**src/include/stripe_config.svh**
```systemverilog
`ifndef STRIPE_CONFIG_SVH
`define STRIPE_CONFIG_SVH

// number of banks, must be a power of two
`define STRIPE_NUM_S 4

// byte address, data and transaction id widths
`define STRIPE_ADDR_W 12
`define STRIPE_DATA_W 32
`define STRIPE_ID_W 4

// log2 depth of the bookkeeping FIFOs in the stripe writer
`define STRIPE_FIFO_AW 3

// row address width of one bank, what is left after bank and byte offset bits
`define STRIPE_BANK_ROWS_W \
  (`STRIPE_ADDR_W - $clog2(`STRIPE_NUM_S) - $clog2(`STRIPE_DATA_W / 8))

`endif
```
**src/rtl/stripe_pkg.sv**
```systemverilog
`include "stripe_config.svh"

package stripe_pkg;

  typedef logic [$clog2(`STRIPE_NUM_S)-1:0] bank_idx_t;

  // manager write address beat
  typedef struct packed {
    logic [`STRIPE_ID_W-1:0]   id;
    logic [`STRIPE_ADDR_W-1:0] addr;
    logic [7:0]                len;
    logic [2:0]                size;
    logic [1:0]                burst;
  } aw_t;

  typedef struct packed {
    logic [`STRIPE_DATA_W-1:0]   data;
    logic [`STRIPE_DATA_W/8-1:0] strb;
    logic                        last;
  } w_t;

  typedef struct packed {
    logic [`STRIPE_ID_W-1:0] id;
    logic [1:0]              resp;
  } b_t;

  // address beat seen by one bank, the bank index bits are stripped
  typedef struct packed {
    logic [`STRIPE_ID_W-1:0]                         id;
    logic [`STRIPE_ADDR_W-$clog2(`STRIPE_NUM_S)-1:0] addr;
    logic [7:0]                                      len;
    logic [2:0]                                      size;
    logic [1:0]                                      burst;
  } bank_aw_t;

  typedef struct packed {
    logic [`STRIPE_BANK_ROWS_W-1:0]        row;
    bank_idx_t                             bank;
    logic [$clog2(`STRIPE_DATA_W/8)-1:0]   offset;
  } addr_fields_t;

  // one byte address, seen flat or split into row, bank and byte offset
  typedef union packed {
    logic [`STRIPE_ADDR_W-1:0] flat;
    addr_fields_t              f;
  } addr_u;

endpackage

```
**src/rtl/stripe_write.sv**
```systemverilog
`include "stripe_config.svh"

module stripe_write import stripe_pkg::*; (
  input  logic                             clk,
  input  logic                             rst_n,
  input  aw_t                              i_aw,
  input  logic                             i_aw_valid,
  output logic                             o_aw_ready,
  input  w_t                               i_w,
  input  logic                             i_w_valid,
  output logic                             o_w_ready,
  output b_t                               o_b,
  output logic                             o_b_valid,
  input  logic                             i_b_ready,
  output bank_aw_t [`STRIPE_NUM_S-1:0]     o_m_aw,
  output logic [`STRIPE_NUM_S-1:0]         o_m_aw_valid,
  input  logic [`STRIPE_NUM_S-1:0]         i_m_aw_ready,
  output w_t [`STRIPE_NUM_S-1:0]           o_m_w,
  output logic [`STRIPE_NUM_S-1:0]         o_m_w_valid,
  input  logic [`STRIPE_NUM_S-1:0]         i_m_w_ready,
  input  b_t [`STRIPE_NUM_S-1:0]           i_m_b,
  input  logic [`STRIPE_NUM_S-1:0]         i_m_b_valid,
  output logic [`STRIPE_NUM_S-1:0]         o_m_b_ready
);

  localparam int NUM_S = `STRIPE_NUM_S;
  localparam int BAW   = `STRIPE_ADDR_W - $clog2(NUM_S);

  typedef struct packed {
    bank_idx_t  start;
    logic [7:0] len;
  } w_ent_t;

  typedef struct packed {
    bank_idx_t        last_bank;
    logic [NUM_S-1:0] mask;
  } b_ent_t;

  aw_t                         sb_aw;
  logic                        sb_aw_valid;
  logic                        sb_aw_ready;
  logic                        aw_acc;
  logic [NUM_S-1:0]            split_valid;
  logic [NUM_S-1:0][BAW-1:0]   split_addr;
  logic [NUM_S-1:0][7:0]       split_len;
  bank_idx_t                   split_start;
  bank_idx_t                   split_end;

  w_ent_t                      wf_out;
  logic                        wf_full;
  logic                        wf_empty;
  logic                        wf_rd;
  b_ent_t                      bf_out;
  logic                        bf_full;
  logic                        bf_empty;
  logic                        bf_rd;

  w_t                          sb_w;
  logic                        sb_w_valid;
  logic                        sb_w_ready;
  logic                        w_active;
  bank_idx_t                   w_idx;
  bank_idx_t                   cur_idx;
  logic [7:0]                  w_remaining;
  logic [7:0]                  cur_rem;

  b_t [NUM_S-1:0]              sbm_b;
  logic [NUM_S-1:0]            sbm_b_valid;
  logic [NUM_S-1:0]            sbm_b_ready;
  b_t                          sb_b;
  logic                        sb_b_valid;
  logic                        sb_b_ready;

  // ------------------------------
  // address fan-out
  // ------------------------------
  skid_buffer #(.WIDTH($bits(aw_t))) aw_skid_i (
    .clk(clk), .rst_n(rst_n),
    .i_valid(i_aw_valid), .i_data(i_aw), .o_ready(o_aw_ready),
    .i_ready(sb_aw_ready), .o_data(sb_aw), .o_valid(sb_aw_valid)
  );

  // take a burst only when both FIFOs have room and no bank register is stuck
  assign sb_aw_ready = !wf_full && !bf_full && &(~o_m_aw_valid | i_m_aw_ready);
  assign aw_acc      = sb_aw_valid && sb_aw_ready;

  stripe_split split_i (
    .i_addr(sb_aw.addr), .i_len(sb_aw.len),
    .o_valid(split_valid), .o_addr(split_addr), .o_len(split_len),
    .o_start(split_start), .o_end(split_end)
  );

  always_ff @(posedge clk) begin
    if (!rst_n) begin
      o_m_aw_valid <= '0;
    end else if (aw_acc) begin
      o_m_aw_valid <= split_valid;
    end else begin
      o_m_aw_valid <= o_m_aw_valid & ~i_m_aw_ready;
    end
  end

  always_ff @(posedge clk) begin
    if (aw_acc) begin
      for (int i = 0; i < NUM_S; i++) begin
        o_m_aw[i] <= '{sb_aw.id, split_addr[i], split_len[i], sb_aw.size, sb_aw.burst};
      end
    end
  end

  // ------------------------------
  // write-beat steering
  // ------------------------------
  sync_fifo #(.WIDTH($bits(w_ent_t)), .ADDR_W(`STRIPE_FIFO_AW)) w_fifo_i (
    .clk(clk), .rst_n(rst_n),
    .i_wr(aw_acc), .i_wr_data(w_ent_t'{split_start, sb_aw.len}), .o_full(wf_full),
    .i_rd(wf_rd), .o_rd_data(wf_out), .o_empty(wf_empty)
  );

  skid_buffer #(.WIDTH($bits(w_t))) w_skid_i (
    .clk(clk), .rst_n(rst_n),
    .i_valid(i_w_valid), .i_data(i_w), .o_ready(o_w_ready),
    .i_ready(sb_w_ready), .o_data(sb_w), .o_valid(sb_w_valid)
  );

  // the first beat of a burst takes its start bank and length from the FIFO head
  assign cur_idx    = w_active ? w_idx : wf_out.start;
  assign cur_rem    = w_active ? w_remaining : wf_out.len;
  assign sb_w_ready = (w_active || !wf_empty) &&
                      (!o_m_w_valid[cur_idx] || i_m_w_ready[cur_idx]);
  assign wf_rd      = sb_w_valid && sb_w_ready && !w_active;

  always_ff @(posedge clk) begin
    if (!rst_n) begin
      w_active    <= 1'b0;
      o_m_w_valid <= '0;
    end else begin
      o_m_w_valid <= o_m_w_valid & ~i_m_w_ready;
      if (sb_w_valid && sb_w_ready) begin
        o_m_w_valid[cur_idx] <= 1'b1;
        w_active             <= (cur_rem != '0);
      end
    end
  end

  // a bank sees its last beat once fewer than NUM_S beats remain overall
  always_ff @(posedge clk) begin
    if (sb_w_valid && sb_w_ready) begin
      o_m_w[cur_idx] <= '{sb_w.data, sb_w.strb, cur_rem < NUM_S};
      w_idx          <= cur_idx + 1'b1;
      w_remaining    <= cur_rem - 1'b1;
    end
  end

  // ------------------------------
  // response collection
  // ------------------------------
  sync_fifo #(.WIDTH($bits(b_ent_t)), .ADDR_W(`STRIPE_FIFO_AW)) b_fifo_i (
    .clk(clk), .rst_n(rst_n),
    .i_wr(aw_acc), .i_wr_data(b_ent_t'{split_end, split_valid}), .o_full(bf_full),
    .i_rd(bf_rd), .o_rd_data(bf_out), .o_empty(bf_empty)
  );

  for (genvar i = 0; i < NUM_S; i++) begin : gen_b_skid
    skid_buffer #(.WIDTH($bits(b_t))) b_skid_i (
      .clk(clk), .rst_n(rst_n),
      .i_valid(i_m_b_valid[i]), .i_data(i_m_b[i]), .o_ready(o_m_b_ready[i]),
      .i_ready(sbm_b_ready[i]), .o_data(sbm_b[i]), .o_valid(sbm_b_valid[i])
    );
  end

  // wait for every participating bank so that no bank's response is left
  // behind to be mistaken for the next burst
  assign sb_b_valid  = !bf_empty && &(sbm_b_valid | ~bf_out.mask);
  assign sb_b        = sbm_b[bf_out.last_bank];
  assign bf_rd       = sb_b_valid && sb_b_ready;
  assign sbm_b_ready = bf_out.mask & {NUM_S{bf_rd}};

  skid_buffer #(.WIDTH($bits(b_t))) b_out_skid_i (
    .clk(clk), .rst_n(rst_n),
    .i_valid(sb_b_valid), .i_data(sb_b), .o_ready(sb_b_ready),
    .i_ready(i_b_ready), .o_data(o_b), .o_valid(o_b_valid)
  );

endmodule

```
**src/rtl/stripe_split.sv**
```systemverilog
`include "stripe_config.svh"

module stripe_split import stripe_pkg::*; (
  input  addr_u                     i_addr,
  input  logic [7:0]                i_len,
  output logic [`STRIPE_NUM_S-1:0]  o_valid,
  output logic [`STRIPE_NUM_S-1:0][`STRIPE_ADDR_W-$clog2(`STRIPE_NUM_S)-1:0] o_addr,
  output logic [`STRIPE_NUM_S-1:0][7:0] o_len,
  output bank_idx_t                 o_start,
  output bank_idx_t                 o_end
);

  localparam int SW = $clog2(`STRIPE_NUM_S);
  localparam int OW = $clog2(`STRIPE_DATA_W / 8);
  localparam int RW = `STRIPE_BANK_ROWS_W;

  // distance of a bank from the start bank, in beats
  bank_idx_t     k;
  logic [RW-1:0] row;

  always_comb begin
    o_start = i_addr.f.bank;
    o_end   = i_addr.f.bank + i_len[SW-1:0];
    for (int i = 0; i < `STRIPE_NUM_S; i++) begin
      k          = bank_idx_t'(i) - o_start;
      o_valid[i] = (8'(k) <= i_len);
      // this bank takes beats k, k+NUM_S, ... up to len
      o_len[i]   = (i_len - 8'(k)) >> SW;
      // banks below the start bank begin on the next row
      row        = i_addr.f.row + RW'(bank_idx_t'(i) < o_start);
      o_addr[i]  = {row, (k == '0) ? i_addr.f.offset : {OW{1'b0}}};
    end
  end

endmodule

```
**src/rtl/sync_fifo.sv**
```systemverilog
module sync_fifo #(
  parameter int WIDTH  = 8,
  parameter int ADDR_W = 3
) (
  input  logic             clk,
  input  logic             rst_n,
  input  logic             i_wr,
  input  logic [WIDTH-1:0] i_wr_data,
  output logic             o_full,
  input  logic             i_rd,
  output logic [WIDTH-1:0] o_rd_data,
  output logic             o_empty
);

  logic [WIDTH-1:0] mem [2**ADDR_W];

  // pointers carry one extra wrap bit to tell full from empty
  logic [ADDR_W:0]  wr_ptr;
  logic [ADDR_W:0]  rd_ptr;

  assign o_empty = (wr_ptr == rd_ptr);
  assign o_full  = (wr_ptr[ADDR_W] != rd_ptr[ADDR_W]) &&
                   (wr_ptr[ADDR_W-1:0] == rd_ptr[ADDR_W-1:0]);

  // the head entry is always visible
  assign o_rd_data = mem[rd_ptr[ADDR_W-1:0]];

  always_ff @(posedge clk) begin
    if (!rst_n) begin
      wr_ptr <= '0;
      rd_ptr <= '0;
    end else begin
      if (i_wr && !o_full) begin
        wr_ptr <= wr_ptr + 1'b1;
      end
      if (i_rd && !o_empty) begin
        rd_ptr <= rd_ptr + 1'b1;
      end
    end
  end

  always_ff @(posedge clk) begin
    if (i_wr && !o_full) begin
      mem[wr_ptr[ADDR_W-1:0]] <= i_wr_data;
    end
  end

endmodule

```
**src/rtl/skid_buffer.sv**
```systemverilog
module skid_buffer #(
  parameter int WIDTH = 8
) (
  input  logic             clk,
  input  logic             rst_n,
  input  logic             i_valid,
  input  logic [WIDTH-1:0] i_data,
  output logic             o_ready,
  input  logic             i_ready,
  output logic [WIDTH-1:0] o_data,
  output logic             o_valid
);

  logic             skid_valid;
  logic [WIDTH-1:0] skid_data;

  // upstream ready comes straight from a flop, so the downstream ready
  // path never reaches the producer
  assign o_ready = !skid_valid;

  // the skid entry has priority, it always holds the older beat
  assign o_valid = skid_valid || i_valid;
  assign o_data  = skid_valid ? skid_data : i_data;

  always_ff @(posedge clk) begin
    if (!rst_n) begin
      skid_valid <= 1'b0;
    end else if (i_valid && o_ready && !i_ready) begin
      skid_valid <= 1'b1;
    end else if (i_ready) begin
      skid_valid <= 1'b0;
    end
  end

  // capture the incoming beat when downstream stalls
  always_ff @(posedge clk) begin
    if (i_valid && o_ready && !i_ready) begin
      skid_data <= i_data;
    end
  end

endmodule

```
**config.mk**
```make
export PLATFORM = sky130hd
export DESIGN_NAME = stripe_write
export DESIGN_NICKNAME = d
export VERILOG_FILES = /design/src/rtl/stripe_pkg.sv /design/src/rtl/stripe_write.sv /design/src/rtl/stripe_split.sv /design/src/rtl/sync_fifo.sv /design/src/rtl/skid_buffer.sv
export VERILOG_INCLUDE_DIRS = /design/src /design/src/include
export SDC_FILE = /design/constraint.sdc
export NUM_CORES = 1
export LEC_CHECK = 0
export ABC_AREA = 1
export BUFFER_PORTS_ARGS = -buffer_cell sky130_fd_sc_hd__buf_2
export CORE_MARGIN = 2
export CORE_UTILIZATION = 40
export DETAILED_ROUTE_END_ITERATION = 10
export SETUP_SLACK_MARGIN = 0.2
export SKIP_LAST_GASP = 1
export SLEW_MARGIN = 30
export SYNTH_ARGS = -nofsm -noshare
export SYNTH_HDL_FRONTEND = slang
export SYNTH_SLANG_ARGS = --single-unit
export TNS_END_PERCENT = 1
```
**constraint.sdc**
```tcl
create_clock -name clk -period 10 [get_ports clk]
set_input_delay 0.5 -clock clk [delete_from_list [all_inputs] [get_ports clk]]
set_output_delay 0.5 -clock clk [all_outputs]
set_load 0.03 [all_outputs]
```
Word level (Yosys, flattened, before mapping)
Memories as Yosys holds them, arrays and structs flattened. A register that Yosys moved wholly into a read port is not among the register bits.
Cells that the tools add are included.
- flip-flop bits (word level): 359
- latch bits: 0
- memory bits (writable): 128
- ROM bits: 0
- input port bits: 107
- output and inout port bits: 277
- logic and storage cells: 214
- memories kept: 2
- add/sub/neg operators: 19
- multipliers: 0
- div/mod/pow operators: 0
- magnitude comparators: 12
- equality and inequality tests: 6
- shift operators: 0
- mux-type cells: 44
- bitwise operators: 10
- reduce and logical (&&, ||, !) cells: 71
- memories (memory ; depth ; bits a word ; rd ports ; clocked after memory_dff ; write ports ; RTL line ; source):
    w_fifo_i.mem ; 8 ; 10 ; 1 ; 1 ; 1 ; sync_fifo.sv:15 ; logic [WIDTH-1:0] mem [2**ADDR_W];
    b_fifo_i.mem ; 8 ; 6 ; 1 ; 1 ; 1 ; sync_fifo.sv:15 ;
- operators with widths (kind ; number):
    bitwise mux 148 bit ; 1
    demux 37 bit (select 2 bit) ; 1
    2-to-1 mux 37 bit ; 2
    2-to-1 mux 6 bit ; 6
    adder 8 x 1 -> 8 bit ; 4
    <= comparator 2 x 8 -> 1 bit ; 4
    subtractor 8 x 2 -> 8 bit ; 4
    2-to-1 mux 29 bit ; 1
    logical AND 1 bit ; 28
    2-to-1 mux 1 bit ; 21
    logical NOT 1 bit ; 20
    adder 4 x 1 -> 4 bit, second input constant ; 4
    NOT 4 bit ; 4
    nonzero test 2 bit ; 7
    bitwise AND 4 bit ; 3
    binary-select mux 6 bit (select 2 bit) ; 1
    2-to-1 mux 3 bit ; 4
    OR 4 bit ; 3
    logical OR 1 bit ; 9
    equality test 4 bit ; 2
    logical NOT 2 bit ; 4
    less-than comparator 8 x 3 -> 1 bit, second input constant ; 1
    2-to-1 mux 4 bit ; 2
    2-to-1 mux 8 bit ; 1
    other kinds (16) ; 25

Depth between registers and ports, before layout
Gate-level depths: netlist (run 1).
- depth in word-level cells: 11
- depth in mapped cells: 16
- depth with buffers taken out: 15

By module
From an unflattened synthesis (run 1), not the netlist that was laid out.
- cell total of the unflattened synthesis: 1733
- area total of the unflattened synthesis: 20537.2 µm²
- modules (own cells, without submodules) (module ; times used ; cells an instance ; area each (µm²) ; sequential area each (µm²)):
    stripe_write ; 1 ; 443 ; 8469.4 ; 7357.1
    sync_fifo (w_fifo_i) ; 1 ; 348 ; 3767.4 ; 2622.5
    sync_fifo (b_fifo_i) ; 1 ; 253 ; 2551.2 ; 1661.6
    skid_buffer (w_skid_i) ; 1 ; 165 ; 1641.6 ; 1131.1
    skid_buffer (b_out_skid_i ...) ; 5 ; 34 ; 314.1 ; 200.2
    skid_buffer (aw_skid_i) ; 1 ; 131 ; 1280.0 ; 890.9
    stripe_split ; 1 ; 223 ; 1257.5 ; 0.0

Worst setup path before layout (run 1)
OpenSTA, ideal clock, no wires.
- kind: in2reg
- start: input port i_m_aw_ready[2]
- end: memory w_fifo_i.mem[6][0] (netlist bit) (enable)
- setup time: 0.390 ns
- arrival time: 3.382 ns
- data required time: 9.610 ns
- slack: 6.228 ns
- stages: 6
- path buffers: 0
- cell sequence: nor2_1 -> nor4_1 -> nand4_2 -> clkinv_1 -> nand2_1 -> nor3_1
- cells in the longest elaborated chain, start to end: 7
- ends and longest elaborated chain (element ; RTL line ; source):
    start: declaration ; stripe_write.sv:17 ; input logic [`STRIPE_NUM_S-1:0] i_m_aw_ready,
    OR 4 bit ; stripe_write.sv:84 ; assign sb_aw_ready = !wf_full && !bf_full && &(~o_m_aw_valid | i_m_aw_ready);
    AND reduction 4 bit ; stripe_write.sv:84 ;
    logical AND 1 bit ; stripe_write.sv:84 ;
    logical AND 1 bit ; stripe_write.sv:85 ; assign aw_acc = sb_aw_valid && sb_aw_ready;
    logical AND 1 bit ; sync_fifo.sv:43 ; if (i_wr && !o_full) begin
    2-to-1 mux 1 bit ; sync_fifo.sv:43 ;
    2-to-1 mux 1 bit (not written as such) ; sync_fifo.sv:44 ; mem[wr_ptr[ADDR_W-1:0]] <= i_wr_data;
    end: declaration ; sync_fifo.sv:15 ;
Every way passes these cells.

==> results.json, run 1 <==
{
  "cp-end-kind": "output port",
  "vias_per_cell": 4.86,
  "cp.required_ps": 9500,
  "ctsHoldBuffers": 0,
  "max-slew-margin-rel_pct": 44.9,
  "ys_types": 43,
  "dr.pass1.iters": 5,
  "synth_fa_ha_area_share_pct": 1.79,
  "cts_resized": 0,
  "synthMostInstantiatedCell": "edfxtp_1",
  "portBuffers": 374,
  "power.share.clock_pct": 29.1,
  "yosys_warnings": 0,
  "die-area_sq_um": 50700,
  "cts_tree": "yes",
  "fp.dieH_um": 225,
  "clk_pin_slew_ps": 60,
  "drv_slew": 0,
  "finalSetupTns_ps": 0,
  "htree_levels": 2,
  "avgSynthCellArea_sq_um": 12.6,
  "p_sw_mw": 2.15,
  "combinationalPowerShare_pct": 26.0,
  "ir_drop_mv": 0.123,
  "layout.nets": 2050,
  "p_per_area_nw_per_um2": 269,
  "period_share_pct": 44.1,
  "rsz0062_at_grt": "no",
  "die_w_um": 225,
  "synth_enable_flop_cells": 454,
  "synth_flop_cell": "edfxtp_1",
  "cts_sinks": 492,
  "postSynthCellCount": 1549,
  "drive_above_1_share_pct": 26.0,
  "cts_buffers": 52,
  "antenna_left": 0,
  "cp_common_cell": "nand3_1",
  "antenna_found_initial": 5,
  "synth_simple_gate_area_share_pct": 12.7,
  "worstPathMaxFanout": 25,
  "maxCapViolCount": 0,
  "async_flop_share_pct": 0,
  "synth_xor_area_share_pct": 1.88,
  "crit_path_max_incr_delay_ps": 860,
  "clock_skew_ps": 28.2,
  "yosysSeqAreaShare_pct": 73.6,
  "core-area_sq_um": 48600,
  "synth_top_family_by_area": "simple AND/OR/NAND/NOR gates",
  "areaGrowthSynthToFinish_pct": 20.5,
  "worstMarginPinSlew_ps": 821,
  "run_status": "finished, final reports clean",
  "intPower_mw": 4.19,
  "drc_errors": 0,
  "setup_viol": 0,
  "wirelength_um": 46900,
  "critical_path_arrival_ps": 3910,
  "crit_chain": "inv_2, o21ai_0, o221ai_1, nand2_1, inv_1, nand3_1, nand3_1, a31oi_1, buf_2",
  "slowest_stage": "dfxtp_1",
  "grt_pass1_wl_um": 70100,
  "clk_path_buf_depth": 3,
  "cts_setup_buffers": 0,
  "power.leakage_nw": 9.44,
  "yosys.area.top_type": "edfxtp_1",
  "synth_area_leaders": "edfxtp_1 (70%), nand2_1 (6.9%), dfxtp_1 (3.9%), nor2_1 (2.8%), o21ai_0 (2.1%)",
  "post_drt_wl_per_cell_um": 18.1,
  "place_hpwl_um": 32000,
  "power.share.switching_pct": 33.9,
  "synth_top_area_share_pct": 69.7,
  "ios": 384,
  "grt_max_degree": 79,
  "worst_hold_path_type": "input port to flip-flop",
  "synthTopCellsByCount": "edfxtp_1 (454), nand2_1 (359), nor2_1 (144)",
  "clock_latency_ps": 590,
  "p_seq_share_pct": 44.9,
  "fin_crit_ps": 4410,
  "gp_congestion": 0.825,
  "max_clock_freq_mhz": 227,
  "worstSetupPathType": "flip-flop to output port",
  "root_buffer": "clkbuf_16",
  "initial_core_util_pct": 40.2,
  "worstSetupStartpointType": "flip-flop",
  "vias": 12500,
  "grt_overflow": 0,
  "synth.area.mux_share_pct": 0.205,
  "grt_usage_pct": 18.0,
  "ys_ff_latch": 492,
  "synth_compound_area_share_pct": 4.81,
  "worst_hold_slack_ps": 95.3,
  "netlist_area_sq_um": 19600,
  "reg2reg_setup_slack_ps": 6110,
  "drtIter0Drc": 1036,
  "hold_viol": 0,
  "grt_pass1_vias": 12000,
  "row_count": 81
}
## power by group through the flow
stage / combinational, mW / sequential [mW] / clock [mW]
6_report: 1.65 / 2.85 / 1.84
4_1_cts: 1.67 / 2.85 / 1.88
2_1_floorplan: 0.769 / 3.25 / 0
3_3_place_gp: 1.62 / 2.88 / 0
3_5_place_dp: 1.66 / 2.89 / 0
5_1_grt: 1.80 / 2.88 / 1.96
## flip-flops by register name, indices dropped and copies added, names as in the netlist, 6 cells and up, named ones only
name                           cells
aw_skid_i.skid_data               29
b_fifo_i.mem                      48
b_out_skid_i.skid_data             6
gen_b_skid.b_skid_i.skid_data     24
o_m_aw                            73
o_m_w                            148
w_fifo_i.mem                      80
w_remaining                        8
w_skid_i.skid_data                36
## through the flow
step | power, mW | setup WS [ps] | util (%) | area [sq um] | std cells
floorplan | 4.02 | 6230 | - | 19600 | 1556
global placement | 4.51 | 6170 | 44.9 | 21900 | 2482
detailed placement | 4.55 | 6120 | 45.1 | 21900 | 2483
CTS | 6.39 | 5500 | 48.4 | 23600 | 2579
global route | 6.64 | 5180 | 48.4 | 23600 | 2582
finish | 6.34 | 5590 | 48.4 | 23600 | 2582
## critical path: cells and delay by family (launching register included)
kind                   cells  cell delay, ps
and+or+nand+nor            3             730
buffers and inverters      3            1000
AOI/OAI and AO/OA          3             720
DFF                        1             860
## cell families after synthesis
kind of cell | Yosys count
XOR/XNOR | 42
flip-flops | 492
buffers and inverters | 206
adder cells (fa/ha/maj) | 28
multiplexers | 4
other | 1
AO/OA/AOI/OAI | 170
AND/OR/NAND/NOR | 606
## worst paths after layout
check | from | cells after the start | endpoint
setup / recovery | flip-flop | 9 | o_b[5]
hold / removal | i_w[19] | 1 | w_skid_i.skid_data[19]
hold reg to reg | w_fifo_i.wr_ptr[0] | 2 | w_fifo_i.wr_ptr[0]
setup reg to reg | aw_skid_i.skid_valid | 14 | o_m_aw_valid[3]
## cell type report
type | count | area [sq um]
tap | 622 | 778
multi-input combinational | 858 | 4280
fill | 4254 | 25100
timing repair buffer | 388 | 2000
clock inverter | 22 | 198
inverter | 123 | 468
sequential | 492 | 14400
clock buffer | 74 | 1440
antenna | 3 | 7.51
## layer usage
layer | vias to the layer above | routed length (um) | global-route usage, %
li1 | 6020 | - | -
met1 | 6068 | 19700 | 23.0
met2 | 385 | 23000 | 30.3
met3 | 71 | 3120 | 4.16
met4 | 2 | 1070 | 5.90
met5 | - | 10 | 0
## placed cells by master, fill, tap and decap left out, drive strengths merged, types with 6 or more instances in the layout
| cell | Yosys | layout |
|---|---|---|
| clkbuf | 27 | 74 |
| inv | 118 | 121 |
| nand3 | 68 | 68 |
| nor3 | 7 | 7 |
| xor2 | 33 | 33 |
| buf | 56 | 388 |
| a31oi | 6 | 6 |
| nand2 | 360 | 360 |
| o211ai | 17 | 17 |
| conb | 1 | 8 |
| xnor2 | 9 | 9 |
| nor2 | 149 | 149 |
| clkinv | 5 | 21 |
| a21oi | 43 | 43 |
| o21ai | 91 | 91 |
| edfxtp | 454 | 454 |
| dfxtp | 38 | 38 |
| ha | 28 | 28 |
| or2 | 15 | 15 |
Note: power is estimated with default switching activity, not from simulation.
==> inputs of run 2 (changes only) <==
clock period = 3.75 ns   (was 10 ns; I/O delays follow)
==> run 2 against run 1 <==
Net effect:
- clock power rose to 2.8 times the previous value
- combinational power rose to 2.8 times the previous value
- power rose to 2.7 times the previous value
- non-clock buffer count increased by 122
- sequential share of layout area shrank 3.1 points
- via count increased by 4.2%
- worst hold slack got worse by 46 ps
- critical path type unchanged
- highest routed layer is now met4
==> results.json, run 2 (same netlist as run 1, synthesis figures left out) <==
{
  "run_status": "finished, final reports clean",
  "wirelength_um": 49600,
  "critical_path_arrival_ps": 3080,
  "fin_total_pwr_mw": 17.3,
  "post_drt_wl_per_cell_um": 18.3,
  "drive_above_1_share_pct": 25.2,
  "portBuffers": 374,
  "worstPathMaxFanout": 13,
  "ios": 384,
  "cts_tree": "yes",
  "grt_max_degree": 42,
  "min_delay_path_depth": 3,
  "worst_hold_path_type": "input port to flip-flop",
  "clock_latency_ps": 590,
  "clk_path_buf_depth": 3,
  "antenna_left": 0,
  "multi_input_area_sq_um": 4250,
  "drv_slew": 0,
  "regMostFlops": "o_m_w",
  "layout.nets": 2172,
  "clk_pin_slew_ps": 60,
  "placed_cell_area_sq_um": 22100,
  "design_area_sq_um": 24800,
  "ir_drop_mv": 0.342,
  "areaGrowthSynthToFinish_pct": 26.9,
  "final_common_cell": "edfxtp_1",
  "maxCapViolCount": 0,
  "reg2regPathDepth": 13,
  "max_clock_freq_mhz": 306,
  "worstSetupPathType": "flip-flop to output port",
  "rsz0062_at_grt": "yes",
  "die-area_sq_um": 50700,
  "place_hpwl_um": 33400,
  "cts_sinks": 492,
  "nFillCells": 4217,
  "seqCellArea_sq_um": 14400,
  "grt_pass1_vias": 12800,
  "max-slew-margin-rel_pct": 45.6,
  "dr.pass1.iters": 7,
  "gp_congestion": 0.822,
  "largest_reg_flops": 148,
  "drc_errors": 0,
  "worstSetupStartpointType": "flip-flop",
  "reg2reg_to": "o_m_aw_valid[2]",
  "power.leakage_nw": 10.0,
  "p_per_area_nw_per_um2": 698,
  "worstHoldStart": "rst_n",
  "finalSetupTns_ps": 0,
  "drtIter0Drc": 965,
  "core-area_sq_um": 48600,
  "r2r-start": "aw_skid_i.skid_valid",
  "clock_skew_ps": 23.2,
  "cts_buffers": 52,
  "worstMarginPinSlew_ps": 810,
  "grt_overflow": 0,
  "grt_pass1_wl_um": 74700,
  "vias_per_cell": 4.84,
  "die_w_um": 225,
  "hold_viol": 0,
  "reg2reg_setup_slack_ps": 600,
  "antenna_found_initial": 1,
  "row_count": 81,
  "cp-end-kind": "output port",
  "initial_core_util_pct": 40.2,
  "fp.dieH_um": 225,
  "period_share_pct": 87.0,
  "root_buffer": "clkbuf_16",
  "fin_crit_ps": 3260,
  "cp.required_ps": 3560,
  "grt_usage_pct": 19.2,
  "setup_viol": 0,
  "vias": 13100,
  "final_cell_mix": "edfxtp_1 (454), buf_2 (374), nand2_1 (359)",
  "hold_end": "w_fifo_i.wr_ptr[3]",
  "htree_levels": 2
}
run 2: cell count changes in the layout (fill, tap and decap cells not counted), sizes merged:
cell / change
diode: -2
buf: +19
inv: -2
bufinv: +3
clkbuf: +1
dlygate4sd3: +103
clkinvlp: -1
clkinv: -1
run 2: worst max path at each step:
stage	startpoint	end	slack (ps)
floorplan	flip-flop	o_m_w[0]	320
global placement	aw_skid_i.skid_valid	o_m_aw_valid[1]	490
detailed placement	aw_skid_i.skid_valid	o_m_aw_valid[2]	500
CTS	flip-flop	o_b[4]	400
global route	flip-flop	o_b[1]	190
finish	flip-flop	o_b[4]	490
run 2: worst max-delay path, cell delays in order (launching register included):
cell and delay, ps:
dfxtp_1 600, inv_1 320, a32o_1 360, nand2_1 80
nand2_1 200, inv_1 240, o21ai_0 180, a31oi_1 260
buf_2 260
run 2: cell type report:
type	count	share of cell area (%)
flip-flops and latches	492	58.0
clock inverters	21	0.973
repair buffers	510	13.0
clock buffers	75	5.91
inverters	123	1.88
multi-input cells	858	17.1
diodes	1	0.0101
well taps	622	3.13
run 2: what timing repair did:
action	in CTS	in global routing
resized for setup	0	1
endpoints found under the setup margin	0	12
hold buffers	103	0
buffers inserted	0	0
endpoints found under the hold margin	234	0
run 2: through the flow:
step                      hold slack (ps)  util [%]  cells  worst slack [ps]
final                                49.1      51.0   2702               486
after global routing                 50.6      51.0   2702               190
after CTS                            14.1      51.0   2701               397
after detailed placement              380      45.4   2502               498
after global placement                380      45.4   2502               490
after floorplan                       260         -   1556               319
run 2: per-layer routing:
metal / up-vias / track usage [%] / wire length (um)
li1: 6273 / - / -
met1: 6266 / 24.4 / 20700
met2: 456 / 33.0 / 24300
met3: 79 / 4.19 / 3350
met4: 0 / 5.64 / 1190
met5: - / 0 / 0
run 2: where the power goes:
part           switching (mW)  total, mW  internal (mW)
clock network            2.07       5.13           3.06
registers               0.298       7.61           7.31
logic                    3.42       4.59           1.17
total                    5.80       17.3           11.5
